===== config.mk =====
export PLATFORM = sky130hd
export DESIGN_NAME = nx_node
export DESIGN_NICKNAME = d
export VERILOG_FILES = /design/src/verilog/nx_pkg.sv /design/src/verilog/nx_fifo.sv /design/src/verilog/nx_stream_combiner.sv /design/src/verilog/nx_node_router.sv /design/src/verilog/nx_stream_distributor.sv /design/src/verilog/nx_node.sv
export VERILOG_INCLUDE_DIRS = /design/src /design/src/verilog
export SDC_FILE = /design/constraint.sdc
export NUM_CORES = 1
export LEC_CHECK = 0
export ABC_AREA = 1
export BUFFER_PORTS_ARGS = -buffer_cell sky130_fd_sc_hd__buf_2
export CORE_MARGIN = 2
export CORE_UTILIZATION = 35
export DETAILED_ROUTE_END_ITERATION = 8
export PLACE_DENSITY = 0.62
export SLEW_MARGIN = 20
export SYNTH_ARGS = -nofsm -noshare
export SYNTH_HDL_FRONTEND = slang
export SYNTH_HIERARCHICAL = 1
export SYNTH_SLANG_ARGS = --single-unit

===== constraint.sdc =====
create_clock -name clk_i -period 8.2 [get_ports clk_i]
set_input_delay 0.41 -clock clk_i [delete_from_list [all_inputs] [get_ports clk_i]]
set_output_delay 0.41 -clock clk_i [all_outputs]
set_load 0.05 [all_outputs]

===== src/verilog/nx_settings.svh =====
// Mesh node build settings for field widths and buffer depths
`ifndef NX_SETTINGS_SVH
`define NX_SETTINGS_SVH

// Width of one row or column coordinate
`define NX_ADDR_W 4

// Message payload width
`define NX_PAYLOAD_W 24

// Router FIFO depth
`define NX_ROUTE_DEPTH 2

// Depth of each egress FIFO in the distributor
`define NX_EGRESS_DEPTH 2

`endif


===== src/verilog/nx_pkg.sv =====
// Shared direction, address and message types for the mesh node
`include "nx_settings.svh"

package nx_pkg;

    // Mesh directions, clockwise from north
    typedef enum logic [1:0] {
        DIRECTION_NORTH = 2'd0,
        DIRECTION_EAST  = 2'd1,
        DIRECTION_SOUTH = 2'd2,
        DIRECTION_WEST  = 2'd3
    } direction_t;

    // Position of a node in the mesh
    typedef struct packed {
        logic [`NX_ADDR_W-1:0] row;
        logic [`NX_ADDR_W-1:0] col;
    } node_id_t;

    // Message as carried on every stream
    typedef struct packed {
        node_id_t                 target;
        logic [`NX_PAYLOAD_W-1:0] payload;
    } node_message_t;

    // Message with its routing decision attached
    typedef struct packed {
        node_message_t message;
        direction_t    dir;
        logic          is_local;
    } routed_message_t;

endpackage : nx_pkg


===== src/verilog/nx_fifo.sv =====
// Small synchronous FIFO holding any packed payload type
`timescale 1ns/100ps

module nx_fifo #(
    parameter type payload_t = logic [7:0],
    parameter int  DEPTH     = 2
) (
    input  logic     clk_i,
    input  logic     arst_n_i,
    // Write side
    input  payload_t wr_data_i,
    input  logic     wr_push_i,
    // Read side
    output payload_t rd_data_o,
    input  logic     rd_pop_i,
    // Status
    output logic     empty_o,
    output logic     full_o
);

    localparam int PTR_W = (DEPTH > 1) ? $clog2(DEPTH) : 1;
    localparam int CNT_W = $clog2(DEPTH + 1);

    payload_t             mem [DEPTH];
    logic     [PTR_W-1:0] wr_ptr_q;
    logic     [PTR_W-1:0] rd_ptr_q;
    logic     [CNT_W-1:0] count_q;
    logic                 do_push;
    logic                 do_pop;

    assign empty_o = (count_q == '0);
    assign full_o  = (count_q == CNT_W'(DEPTH));

    // Requests that cannot be honoured are dropped
    assign do_push = wr_push_i && !full_o;
    assign do_pop  = rd_pop_i && !empty_o;

    assign rd_data_o = mem[rd_ptr_q];

    always_ff @(posedge clk_i) begin
        if (do_push) begin
            mem[wr_ptr_q] <= wr_data_i;
        end
    end

    always_ff @(posedge clk_i or negedge arst_n_i) begin
        if (!arst_n_i) begin
            wr_ptr_q <= '0;
            rd_ptr_q <= '0;
            count_q  <= '0;
        end else begin
            if (do_push) begin
                wr_ptr_q <= (wr_ptr_q == PTR_W'(DEPTH - 1)) ? '0 : wr_ptr_q + 1'b1;
            end
            if (do_pop) begin
                rd_ptr_q <= (rd_ptr_q == PTR_W'(DEPTH - 1)) ? '0 : rd_ptr_q + 1'b1;
            end
            // Simultaneous push and pop leaves the level unchanged
            if (do_push && !do_pop) begin
                count_q <= count_q + 1'b1;
            end else if (do_pop && !do_push) begin
                count_q <= count_q - 1'b1;
            end
        end
    end

endmodule : nx_fifo


===== src/verilog/nx_stream_combiner.sv =====
// Round-robin combiner merging the four inbound streams into one
`timescale 1ns/100ps

module nx_stream_combiner
    import nx_pkg::*;
(
    input  logic                clk_i,
    input  logic                arst_n_i,
    // Inbound streams, indexed by direction
    input  node_message_t [3:0] in_data_i,
    input  logic          [3:0] in_valid_i,
    output logic          [3:0] in_ready_o,
    // Merged stream
    output node_message_t       out_data_o,
    output logic                out_valid_o,
    input  logic                out_ready_i
);

    direction_t last_q;
    direction_t grant;
    logic [1:0] cand;
    logic       found;

    // Search begins one past the previous winner
    always_comb begin
        grant = last_q;
        found = 1'b0;
        cand  = '0;
        for (int i = 1; i <= 4; i++) begin
            cand = 2'(int'(last_q) + i);
            if (!found && in_valid_i[cand]) begin
                grant = direction_t'(cand);
                found = 1'b1;
            end
        end
    end

    assign out_valid_o = found;
    assign out_data_o  = in_data_i[grant];

    // Only the winning input sees ready
    always_comb begin
        in_ready_o        = '0;
        in_ready_o[grant] = out_ready_i && found;
    end

    // Pointer moves only when a message has actually left
    always_ff @(posedge clk_i or negedge arst_n_i) begin
        if (!arst_n_i) begin
            last_q <= DIRECTION_WEST;
        end else if (out_valid_o && out_ready_i) begin
            last_q <= grant;
        end
    end

endmodule : nx_stream_combiner


===== src/verilog/nx_node_router.sv =====
// Node router picking a direction per message, column first, then row
`timescale 1ns/100ps
`include "nx_settings.svh"

module nx_node_router
    import nx_pkg::*;
(
    input  logic          clk_i,
    input  logic          arst_n_i,
    // Own position in the mesh
    input  node_id_t      node_id_i,
    // Inbound merged stream
    input  node_message_t in_data_i,
    input  logic          in_valid_i,
    output logic          in_ready_o,
    // Onward traffic to the distributor
    output node_message_t dist_data_o,
    output direction_t    dist_dir_o,
    output logic          dist_valid_o,
    input  logic          dist_ready_i,
    // Traffic addressed to this node
    output node_message_t local_data_o,
    output logic          local_valid_o,
    input  logic          local_ready_i,
    output logic          empty_o
);

    routed_message_t entry;
    routed_message_t head;
    logic            full;
    logic            pop;

    // Column first, then row
    always_comb begin
        entry.message  = in_data_i;
        entry.dir      = DIRECTION_NORTH;
        entry.is_local = 1'b0;
        if (in_data_i.target.col > node_id_i.col) begin
            entry.dir = DIRECTION_EAST;
        end else if (in_data_i.target.col < node_id_i.col) begin
            entry.dir = DIRECTION_WEST;
        end else if (in_data_i.target.row > node_id_i.row) begin
            entry.dir = DIRECTION_SOUTH;
        end else if (in_data_i.target.row < node_id_i.row) begin
            entry.dir = DIRECTION_NORTH;
        end else begin
            entry.is_local = 1'b1;
        end
    end

    assign in_ready_o = !full;

    nx_fifo #(
        .payload_t (routed_message_t),
        .DEPTH     (`NX_ROUTE_DEPTH)
    ) u_route_fifo (
        .clk_i     (clk_i),
        .arst_n_i  (arst_n_i),
        .wr_data_i (entry),
        .wr_push_i (in_valid_i && !full),
        .rd_data_o (head),
        .rd_pop_i  (pop),
        .empty_o   (empty_o),
        .full_o    (full)
    );

    // Head goes either local or onward, never both
    assign local_data_o  = head.message;
    assign local_valid_o = !empty_o && head.is_local;
    assign dist_data_o   = head.message;
    assign dist_dir_o    = head.dir;
    assign dist_valid_o  = !empty_o && !head.is_local;

    assign pop = (local_valid_o && local_ready_i) || (dist_valid_o && dist_ready_i);

endmodule : nx_node_router


===== src/verilog/nx_stream_distributor.sv =====
// Stream distributor with per-direction egress FIFOs and clockwise aliasing
`timescale 1ns/100ps
`include "nx_settings.svh"

module nx_stream_distributor
    import nx_pkg::*;
(
    input  logic                clk_i,
    input  logic                arst_n_i,
    // Routed message from the router
    input  node_message_t       dist_data_i,
    input  direction_t          dist_dir_i,
    input  logic                dist_valid_i,
    output logic                dist_ready_o,
    // Egress streams, indexed by direction
    output node_message_t [3:0] egress_data_o,
    output logic          [3:0] egress_valid_o,
    input  logic          [3:0] egress_ready_i,
    input  logic          [3:0] egress_present_i,
    // All egress FIFOs drained
    output logic                empty_o
);

    direction_t target_dir;
    logic [3:0] egress_full;
    logic [3:0] egress_empty;
    logic [3:0] egress_push;
    logic [3:0] egress_pop;

    // An absent neighbour hands its traffic to the next one clockwise.
    // There is no second step, so a missing alias still gets the message.
    always_comb begin
        if (egress_present_i[dist_dir_i]) begin
            target_dir = dist_dir_i;
        end else begin
            case (dist_dir_i)
                DIRECTION_NORTH: target_dir = DIRECTION_EAST;
                DIRECTION_EAST:  target_dir = DIRECTION_SOUTH;
                DIRECTION_SOUTH: target_dir = DIRECTION_WEST;
                default:         target_dir = DIRECTION_NORTH;
            endcase
        end
    end

    // Ready follows only the FIFO that would take the message
    assign dist_ready_o = !egress_full[target_dir];

    always_comb begin
        egress_push             = '0;
        egress_push[target_dir] = dist_valid_i && dist_ready_o;
    end

    for (genvar i = 0; i < 4; i++) begin : g_egress
        assign egress_pop[i]     = !egress_empty[i] && egress_ready_i[i];
        assign egress_valid_o[i] = !egress_empty[i];

        nx_fifo #(
            .payload_t (node_message_t),
            .DEPTH     (`NX_EGRESS_DEPTH)
        ) u_egress_fifo (
            .clk_i     (clk_i),
            .arst_n_i  (arst_n_i),
            .wr_data_i (dist_data_i),
            .wr_push_i (egress_push[i]),
            .rd_data_o (egress_data_o[i]),
            .rd_pop_i  (egress_pop[i]),
            .empty_o   (egress_empty[i]),
            .full_o    (egress_full[i])
        );
    end

    assign empty_o = &egress_empty;

endmodule : nx_stream_distributor


===== src/verilog/nx_node.sv =====
// Mesh node top combining inbound streams, routing and egress distribution
`timescale 1ns/100ps

module nx_node
    import nx_pkg::*;
(
    input  logic                clk_i,
    input  logic                arst_n_i,
    // Own position in the mesh
    input  node_id_t            node_id_i,
    // Inbound streams from north, east, south and west
    input  node_message_t [3:0] in_data_i,
    input  logic          [3:0] in_valid_i,
    output logic          [3:0] in_ready_o,
    // Egress streams towards the neighbours
    output node_message_t [3:0] egress_data_o,
    output logic          [3:0] egress_valid_o,
    input  logic          [3:0] egress_ready_i,
    input  logic          [3:0] egress_present_i,
    // Messages for this node
    output node_message_t       local_data_o,
    output logic                local_valid_o,
    input  logic                local_ready_i,
    output logic                idle_o
);

    // Combiner to router
    node_message_t comb_data;
    logic          comb_valid;
    logic          comb_ready;

    // Router to distributor
    node_message_t dist_data;
    direction_t    dist_dir;
    logic          dist_valid;
    logic          dist_ready;

    logic          router_empty;
    logic          dist_empty;

    nx_stream_combiner u_combiner (
        .clk_i       (clk_i),
        .arst_n_i    (arst_n_i),
        .in_data_i   (in_data_i),
        .in_valid_i  (in_valid_i),
        .in_ready_o  (in_ready_o),
        .out_data_o  (comb_data),
        .out_valid_o (comb_valid),
        .out_ready_i (comb_ready)
    );

    nx_node_router u_router (
        .clk_i         (clk_i),
        .arst_n_i      (arst_n_i),
        .node_id_i     (node_id_i),
        .in_data_i     (comb_data),
        .in_valid_i    (comb_valid),
        .in_ready_o    (comb_ready),
        .dist_data_o   (dist_data),
        .dist_dir_o    (dist_dir),
        .dist_valid_o  (dist_valid),
        .dist_ready_i  (dist_ready),
        .local_data_o  (local_data_o),
        .local_valid_o (local_valid_o),
        .local_ready_i (local_ready_i),
        .empty_o       (router_empty)
    );

    nx_stream_distributor u_distributor (
        .clk_i            (clk_i),
        .arst_n_i         (arst_n_i),
        .dist_data_i      (dist_data),
        .dist_dir_i       (dist_dir),
        .dist_valid_i     (dist_valid),
        .dist_ready_o     (dist_ready),
        .egress_data_o    (egress_data_o),
        .egress_valid_o   (egress_valid_o),
        .egress_ready_i   (egress_ready_i),
        .egress_present_i (egress_present_i),
        .empty_o          (dist_empty)
    );

    // Nothing buffered and nothing waiting at the inputs
    assign idle_o = router_empty && dist_empty && !(|in_valid_i);

endmodule : nx_node


==> metrics.txt, run 1 <==
Fmax=0.2373 GHz; Reg clk slew, reported paths=0.06 ns; share of post-route cells with drive strength above 1=0.2388; Seq cells post-synth=348; CTS max path bufs=3; CP top delay family=simple AND/OR/NAND/NOR gates; M2 GR Usage=0.2962; gr ovfl total=0; CP Class=flop to output port; WP depth=11; CTS Hold Buffers Added=1; Slew headroom=0.2886; dpl hpwl=roughly 32 mm; CTS resizes=0; synthesized net count=between 1500 and 2000; Final Hold Fails=0; Clock Skew=about 0.015 ns; Setup TNS Final=0 ns; top cell type's share of synthesized area=0.6095; CTS tree=yes; clk sinks=348; worst path cell trace=inv_2 > nand2_1 > nand2_2 > nand2_4 > nand2_4 > inv_4 > nand3_4 > nand2_2 > nand2_1 > nor2_1 > buf_2; final wirelength=about 44 mm; Critical Path AT=between 3 and 4 ns; Worst EP required=7.79 ns; Iter 0 DRT Violations=about 740; CTS Buf Count=37; routability cong.=0.9158; drt drc=0; Max-cap violations=0; final setup vio count=0; die area=about 0.048 mm^2; count leader, synth=nand2_1; largest net degree at the start of global routing=67; Die X=approximately 220 um; Mapped Avg Cell Area=10.11 um^2; worst setup path endpoint=in_ready_o[3]; IO Count=321; first-pass GRT wire length=around 66 mm; Yosys cell types=29; Worst Setup Start Kind=flop; Seq/Total Area, Yosys=0.6440; gr usage total=0.1813; RSZ-0062 raised after global routing=false; Core Util, Final=0.4196; Setup crit start=u_combiner/last_q[0]; yosys warns=6; clk_lat worst skew=~0.52 ns; number of synthesized flops with an enable pin=between 300 and 400; post-CTS setup buffer count=0; R2R Path Start=u_combiner/last_q[0]; H-tree depth=2; CP max-delay cell=nand2_2; worst r2r dst=u_router/u_route_fifo/mem[0][2]; fin nets=slightly above 2000; transition at the pin with the smallest max-transition slack=around 1.1 ns; async set-reset flop share out of synthesis=0.06322; Synth Cell Area=0.01606 mm^2; fin crit share=0.5139; fin. max-slew vios=0; Synth area leaders=edfxtp_1 (61%), nand2_1 (15%), nand3_1 (4.5%), inv_1 (4.0%), dfrtp_1 (3.1%); Worst R2R Path Depth=17; top_reg_cell synth=edfxtp_1; ANT nets after route=0; met3 Use GR=0.02965; Routed WL per cell=~18 um; Area Overhead vs Synth=18.57%; worst path bufs/invs=3; most frequent cells after synthesis=nand2_1 (646), edfxtp_1 (326), inv_1 (171); worst hold path class=input port to flop; vias in the first global route=approximately 11000; core area=roughly 0.045 mm^2; post-route minimum period=4.214 ns; largest stage delay on the critical path=between 0.7 and 0.8 ns; initial antenna violation count=1; diode count=0; routed vias/inst=4.675; R2R setup slack=approximately 4.2 ns; first-pass iteration count of the detailed router=5; port bufs=320; Mapped Cells=1588; status=complete, no violations; largest area contributor in the netlist=edfxtp_1; Worst setup EP type=output port; Top Usage Layer GRT=met2; met1 Use GR=0.2423; num rows=78; root buffer cell=clkbuf_16; vias=11640; Die Height=218.2 um; hold_sp=egress_ready_i[2]; CP max FO=between 60 and 70; initial core utilization=0.3539
-- worst register-to-register path, delay by kind of cell (launching register included) --
family        cells  cell delay, ns
simple gates     14            2.46
buf+inv           2            0.25
fa+ha+maj         1            0.32
flops             1            0.69
-- worst min-delay path by stage --
stage	cells past startpoint	slack [ns]	endpoint
floorplan	0	0.11	asynchronous set/reset pin
global placement	2	0.46	u_router/u_route_fifo/wr_ptr_q
detailed placement	1	0.46	u_router/u_route_fifo/wr_ptr_q
CTS	5	0.21	u_distributor/g_egress[2].u_egress_fifo/rd_ptr_q
global route	5	0.24	u_distributor/g_egress[0].u_egress_fifo/rd_ptr_q
finish	5	0.22	u_distributor/g_egress[2].u_egress_fifo/rd_ptr_q
-- state kept, by name, summed over array words and instances, names as in the netlist --
signal and count:
u_router/u_route_fifo/count_q 2, u_router/u_route_fifo/rd_ptr_q 1, u_distributor/g_egress.u_egress_fifo/mem 256, u_router/u_route_fifo/mem 70
u_router/u_route_fifo/wr_ptr_q 1, u_distributor/g_egress.u_egress_fifo/wr_ptr_q 4, u_distributor/g_egress.u_egress_fifo/count_q 8, u_combiner/last_q 2
u_distributor/g_egress.u_egress_fifo/rd_ptr_q 4
-- final cells by class --
| type | count | area [um^2] |
|---|---|---|
| Multi-Input combinational cell | 958 | 4370 |
| Clock buffer | 45 | 977.2 |
| Inverter | 184 | 699.4 |
| Fill cell | 4406 | 26340 |
| Clock inverter | 21 | 198.9 |
| Tap cell | 600 | 750.7 |
| Timing Repair Buffer | 333 | 1702 |
| Sequential cell | 348 | 10340 |
-- stage by stage --
| step | std cells | hold WS, ns | cell area, um^2 | setup slack, ns |
|---|---|---|---|---|
| global placement | 2422 | 0.4617 | 17850 | 4.339 |
| CTS | 2489 | 0.2137 | 19040 | 4.009 |
| global route | 2489 | 0.2436 | 19040 | 3.727 |
| detailed placement | 2422 | 0.4609 | 17860 | 4.314 |
| floorplan | 1588 | 0.1144 | 16060 | 4.415 |
| finish | 2489 | 0.2223 | 19040 | 3.986 |
-- layer usage --
layer,wire (um),vias up
met5,0,-
met4,1496,0
met3,2764,76
met2,20210,472
met1,19150,5433
li1,-,5654
-- placed cells by master (no fill, tap or decap), drive strengths merged, types with 5 or more instances in the layout --
cell type	count
o21ai	15
nand2	676
xnor2	5
edfxtp	326
inv	184
buf	332
dfrtp	20
clkinv	17
nor2	42
nand3b	38
clkbuf	45
nand3	152
nand4	9
ha	15
-- cells by family after synthesis --
group                    share of synthesized area
AND/OR/NAND/NOR                             0.2490
flip-flops                                  0.6440
AO/OA/AOI/OAI                             0.006388
XOR/XNOR                                  0.002727
buffers and inverters                      0.08624
adder cells (fa/ha/maj)                    0.01169
Power of run 1 is not shown: default switching activity piles up to over one toggle a cycle in this logic, so the estimate is an artifact.
==> inputs of run 2 (changes only) <==
--- a/config.mk
+++ b/config.mk
@@ -11,7 +11,7 @@
 export CORE_MARGIN = 2
 export CORE_UTILIZATION = 35
 export DETAILED_ROUTE_END_ITERATION = 8
-export PLACE_DENSITY = 0.62
+export PLACE_DENSITY = 0.64
 export SLEW_MARGIN = 20
 export SYNTH_ARGS = -nofsm -noshare
 export SYNTH_HDL_FRONTEND = slang
==> constraint.sdc (replaced) <==
create_clock -name clk_i -period 3.5 [get_ports clk_i]
set_input_delay 0.175 -clock clk_i [delete_from_list [all_inputs] [get_ports clk_i]]
set_output_delay 0.175 -clock clk_i [all_outputs]
set_load 0.05 [all_outputs]
==> run 2 against run 1 <==
Worst hold slack got worse by 0.20 ns. Cell count up 0.88%. Utilization is 0.38 points higher. Via count decreased by 0.64%. Die area unchanged. Critical endpoint is now in_ready_o[1]. Clock skew is 0.0052 ns higher. First-iteration DRC count increased by 7.3%. Count of clock-buffer cells in the layout rose by 4. Non-clock buffer count rose by 22. Sequential share of layout area shrank 0.50 points. Highest routed layer unchanged. Final area up 0.90%. Routed wire length shrank 1.1%.
==> metrics.txt, run 2 (synthesis results as in run 1) <==
Core Util, Final=0.4234; IO Count=321; commonest cells after routing, fill and taps aside=nand2_1 (646), edfxtp_1 (326), buf_2 (320); Largest register FFs=roughly 260; Top reg by flops=u_distributor/g_egress.u_egress_fifo/mem; post-CTS setup buffer count=0; status=complete, no violations; CP Class=flop to output port; Placed Cells incl. Taps=2442; routability cong.=~0.89; largest net degree at the start of global routing=36; share of post-route cells with drive strength above 1=0.2454; R2R Path Start=u_combiner/last_q[0]; Die Height=218.2 um; Iter 0 DRT Violations=slightly below 800; worst r2r dst=u_router/u_route_fifo/mem[1][2]; fin nets=a little over 2000; initial antenna violation count=0; num rows=78; CTS Buf Count=37; RSZ-0062 raised after global routing=true; transition at the pin with the smallest max-transition slack=between 0.6 and 0.7 ns; final wirelength=around 43 mm; Finished Layout Cells=about 2500; port bufs=320; worst hold path class=input port to flop; final setup vio count=0; gr ovfl total=0; die area=around 0.048 mm^2; leading registers by flop count=u_distributor/g_egress.u_egress_fifo/mem (256), u_router/u_route_fifo/mem (70), u_distributor/g_egress.u_egress_fifo/count_q (8); Worst Setup Start Kind=flop; vias in the first global route=11260; vias=between 10000 and 15000; CTS tree=yes; first-pass GRT wire length=about 65 mm; Max-cap violations=0; Critical Path AT=just over 3 ns; routed vias/inst=4.604; initial core utilization=0.3539; Routed WL per cell=about 17 um; ANT nets after route=0; core area=around 0.045 mm^2; Die X=approximately 220 um; CTS max path bufs=3; clk_lat worst skew=about 0.52 ns; Slew headroom=0.5361; H-tree depth=2; dpl hpwl=about 31 mm; gr usage total=0.1798; Setup crit start=u_combiner/last_q[0]; Fmax=slightly above 0.3 GHz; fin. max-slew vios=0; hold_sp=egress_ready_i[1]; Worst setup EP type=output port; Final Hold Fails=0; post-route minimum period=3.286 ns; Clock Skew=0.02033 ns; CP max FO=20; Reg clk slew, reported paths=approximately 0.06 ns; drt drc=0; Hold Path Sink=u_distributor/g_egress[1].u_egress_fifo/rd_ptr_q; root buffer cell=clkbuf_16; Worst R2R Path Depth=18; first-pass iteration count of the detailed router=7; diode count=0; commonest non-fill, non-tap cell in the layout=nand2_1; fin crit share=0.9389; Area Overhead vs Synth=19.64%; Worst EP required=about 3.3 ns; R2R setup slack=approximately 0.31 ns; worst hold path depth=5; clk sinks=roughly 350
## run 2: cell types whose count changed in the layout (fill, tap and decap cells not counted), moves of 3 or more
cell / change
buf_12: +5
clkinv_1: -5
clkinv_2: +3
clkbuf_1: +5
buf_4: +14
## run 2: worst max-delay path by stage
stage	to	slack, ns	depth (start not counted)
floorplan	u_distributor/g_egress[1].u_egress_fifo/mem[1][0]	0.23	18
global placement	u_router/u_route_fifo/mem[0][2]	0.37	19
detailed placement	u_router/u_route_fifo/mem[1][0]	0.29	19
CTS	in_ready_o[3]	0.05	12
global route	in_ready_o[3]	-0.04	12
finish	in_ready_o[1]	0.21	12
## run 2: layer usage
metal  wire length (um)  vias up  part of all wire  GRT usage
met5                  0        -                 0          0
met4               1183        0             0.027    0.06122
met3               2497       64             0.058    0.02770
met2              19970      451              0.46     0.2948
met1              19470     5347              0.45     0.2435
li1                   -     5698                 -          -
## run 2: area by class of cell
cell class	instances	area, um^2
tap	600	750.7
clock inverter	17	137.6
fill	4313	26170
multi-input combinational	958	4375
clock buffer	49	970.9
inverter	184	699.4
sequential	348	10340
timing repair buffer	355	1938
## run 2: what timing repair did
action | CTS | global route
gates resized for setup | 0 | 2
hold buffers | 3 | 0
endpoints found under the hold margin | 22 | 0
setup endpoints to repair | 0 | 5
## run 2: critical path, stage by stage (launching register included)
cell and delay (ns):
dfstp_2 0.67, inv_2 0.15, nand2_1 0.11, nand3_1 0.08, nand2_2 0.17, nand2_4 0.08
nand2_2 0.06, nand2_2 0.20, nand2_4 0.28, buf_4 0.25, nand2_1 0.15, nor2_1 0.12
buf_2 0.27
## run 2: per-stage QoR
stage	setup slack, ns	instance area, um^2	setup TNS, ns	hold slack (ns)
after floorplan	0.2286	16070	0	-0.1206
after global placement	0.3665	18070	0	0.2274
after detailed placement	0.2884	18070	0	0.2350
after CTS	0.05422	19210	0	0.005352
after global routing	-0.04225	19210	-0.1261	0.03927
final	0.2138	19210	0	0.02146
Power of run 2 is left out for the same reason.
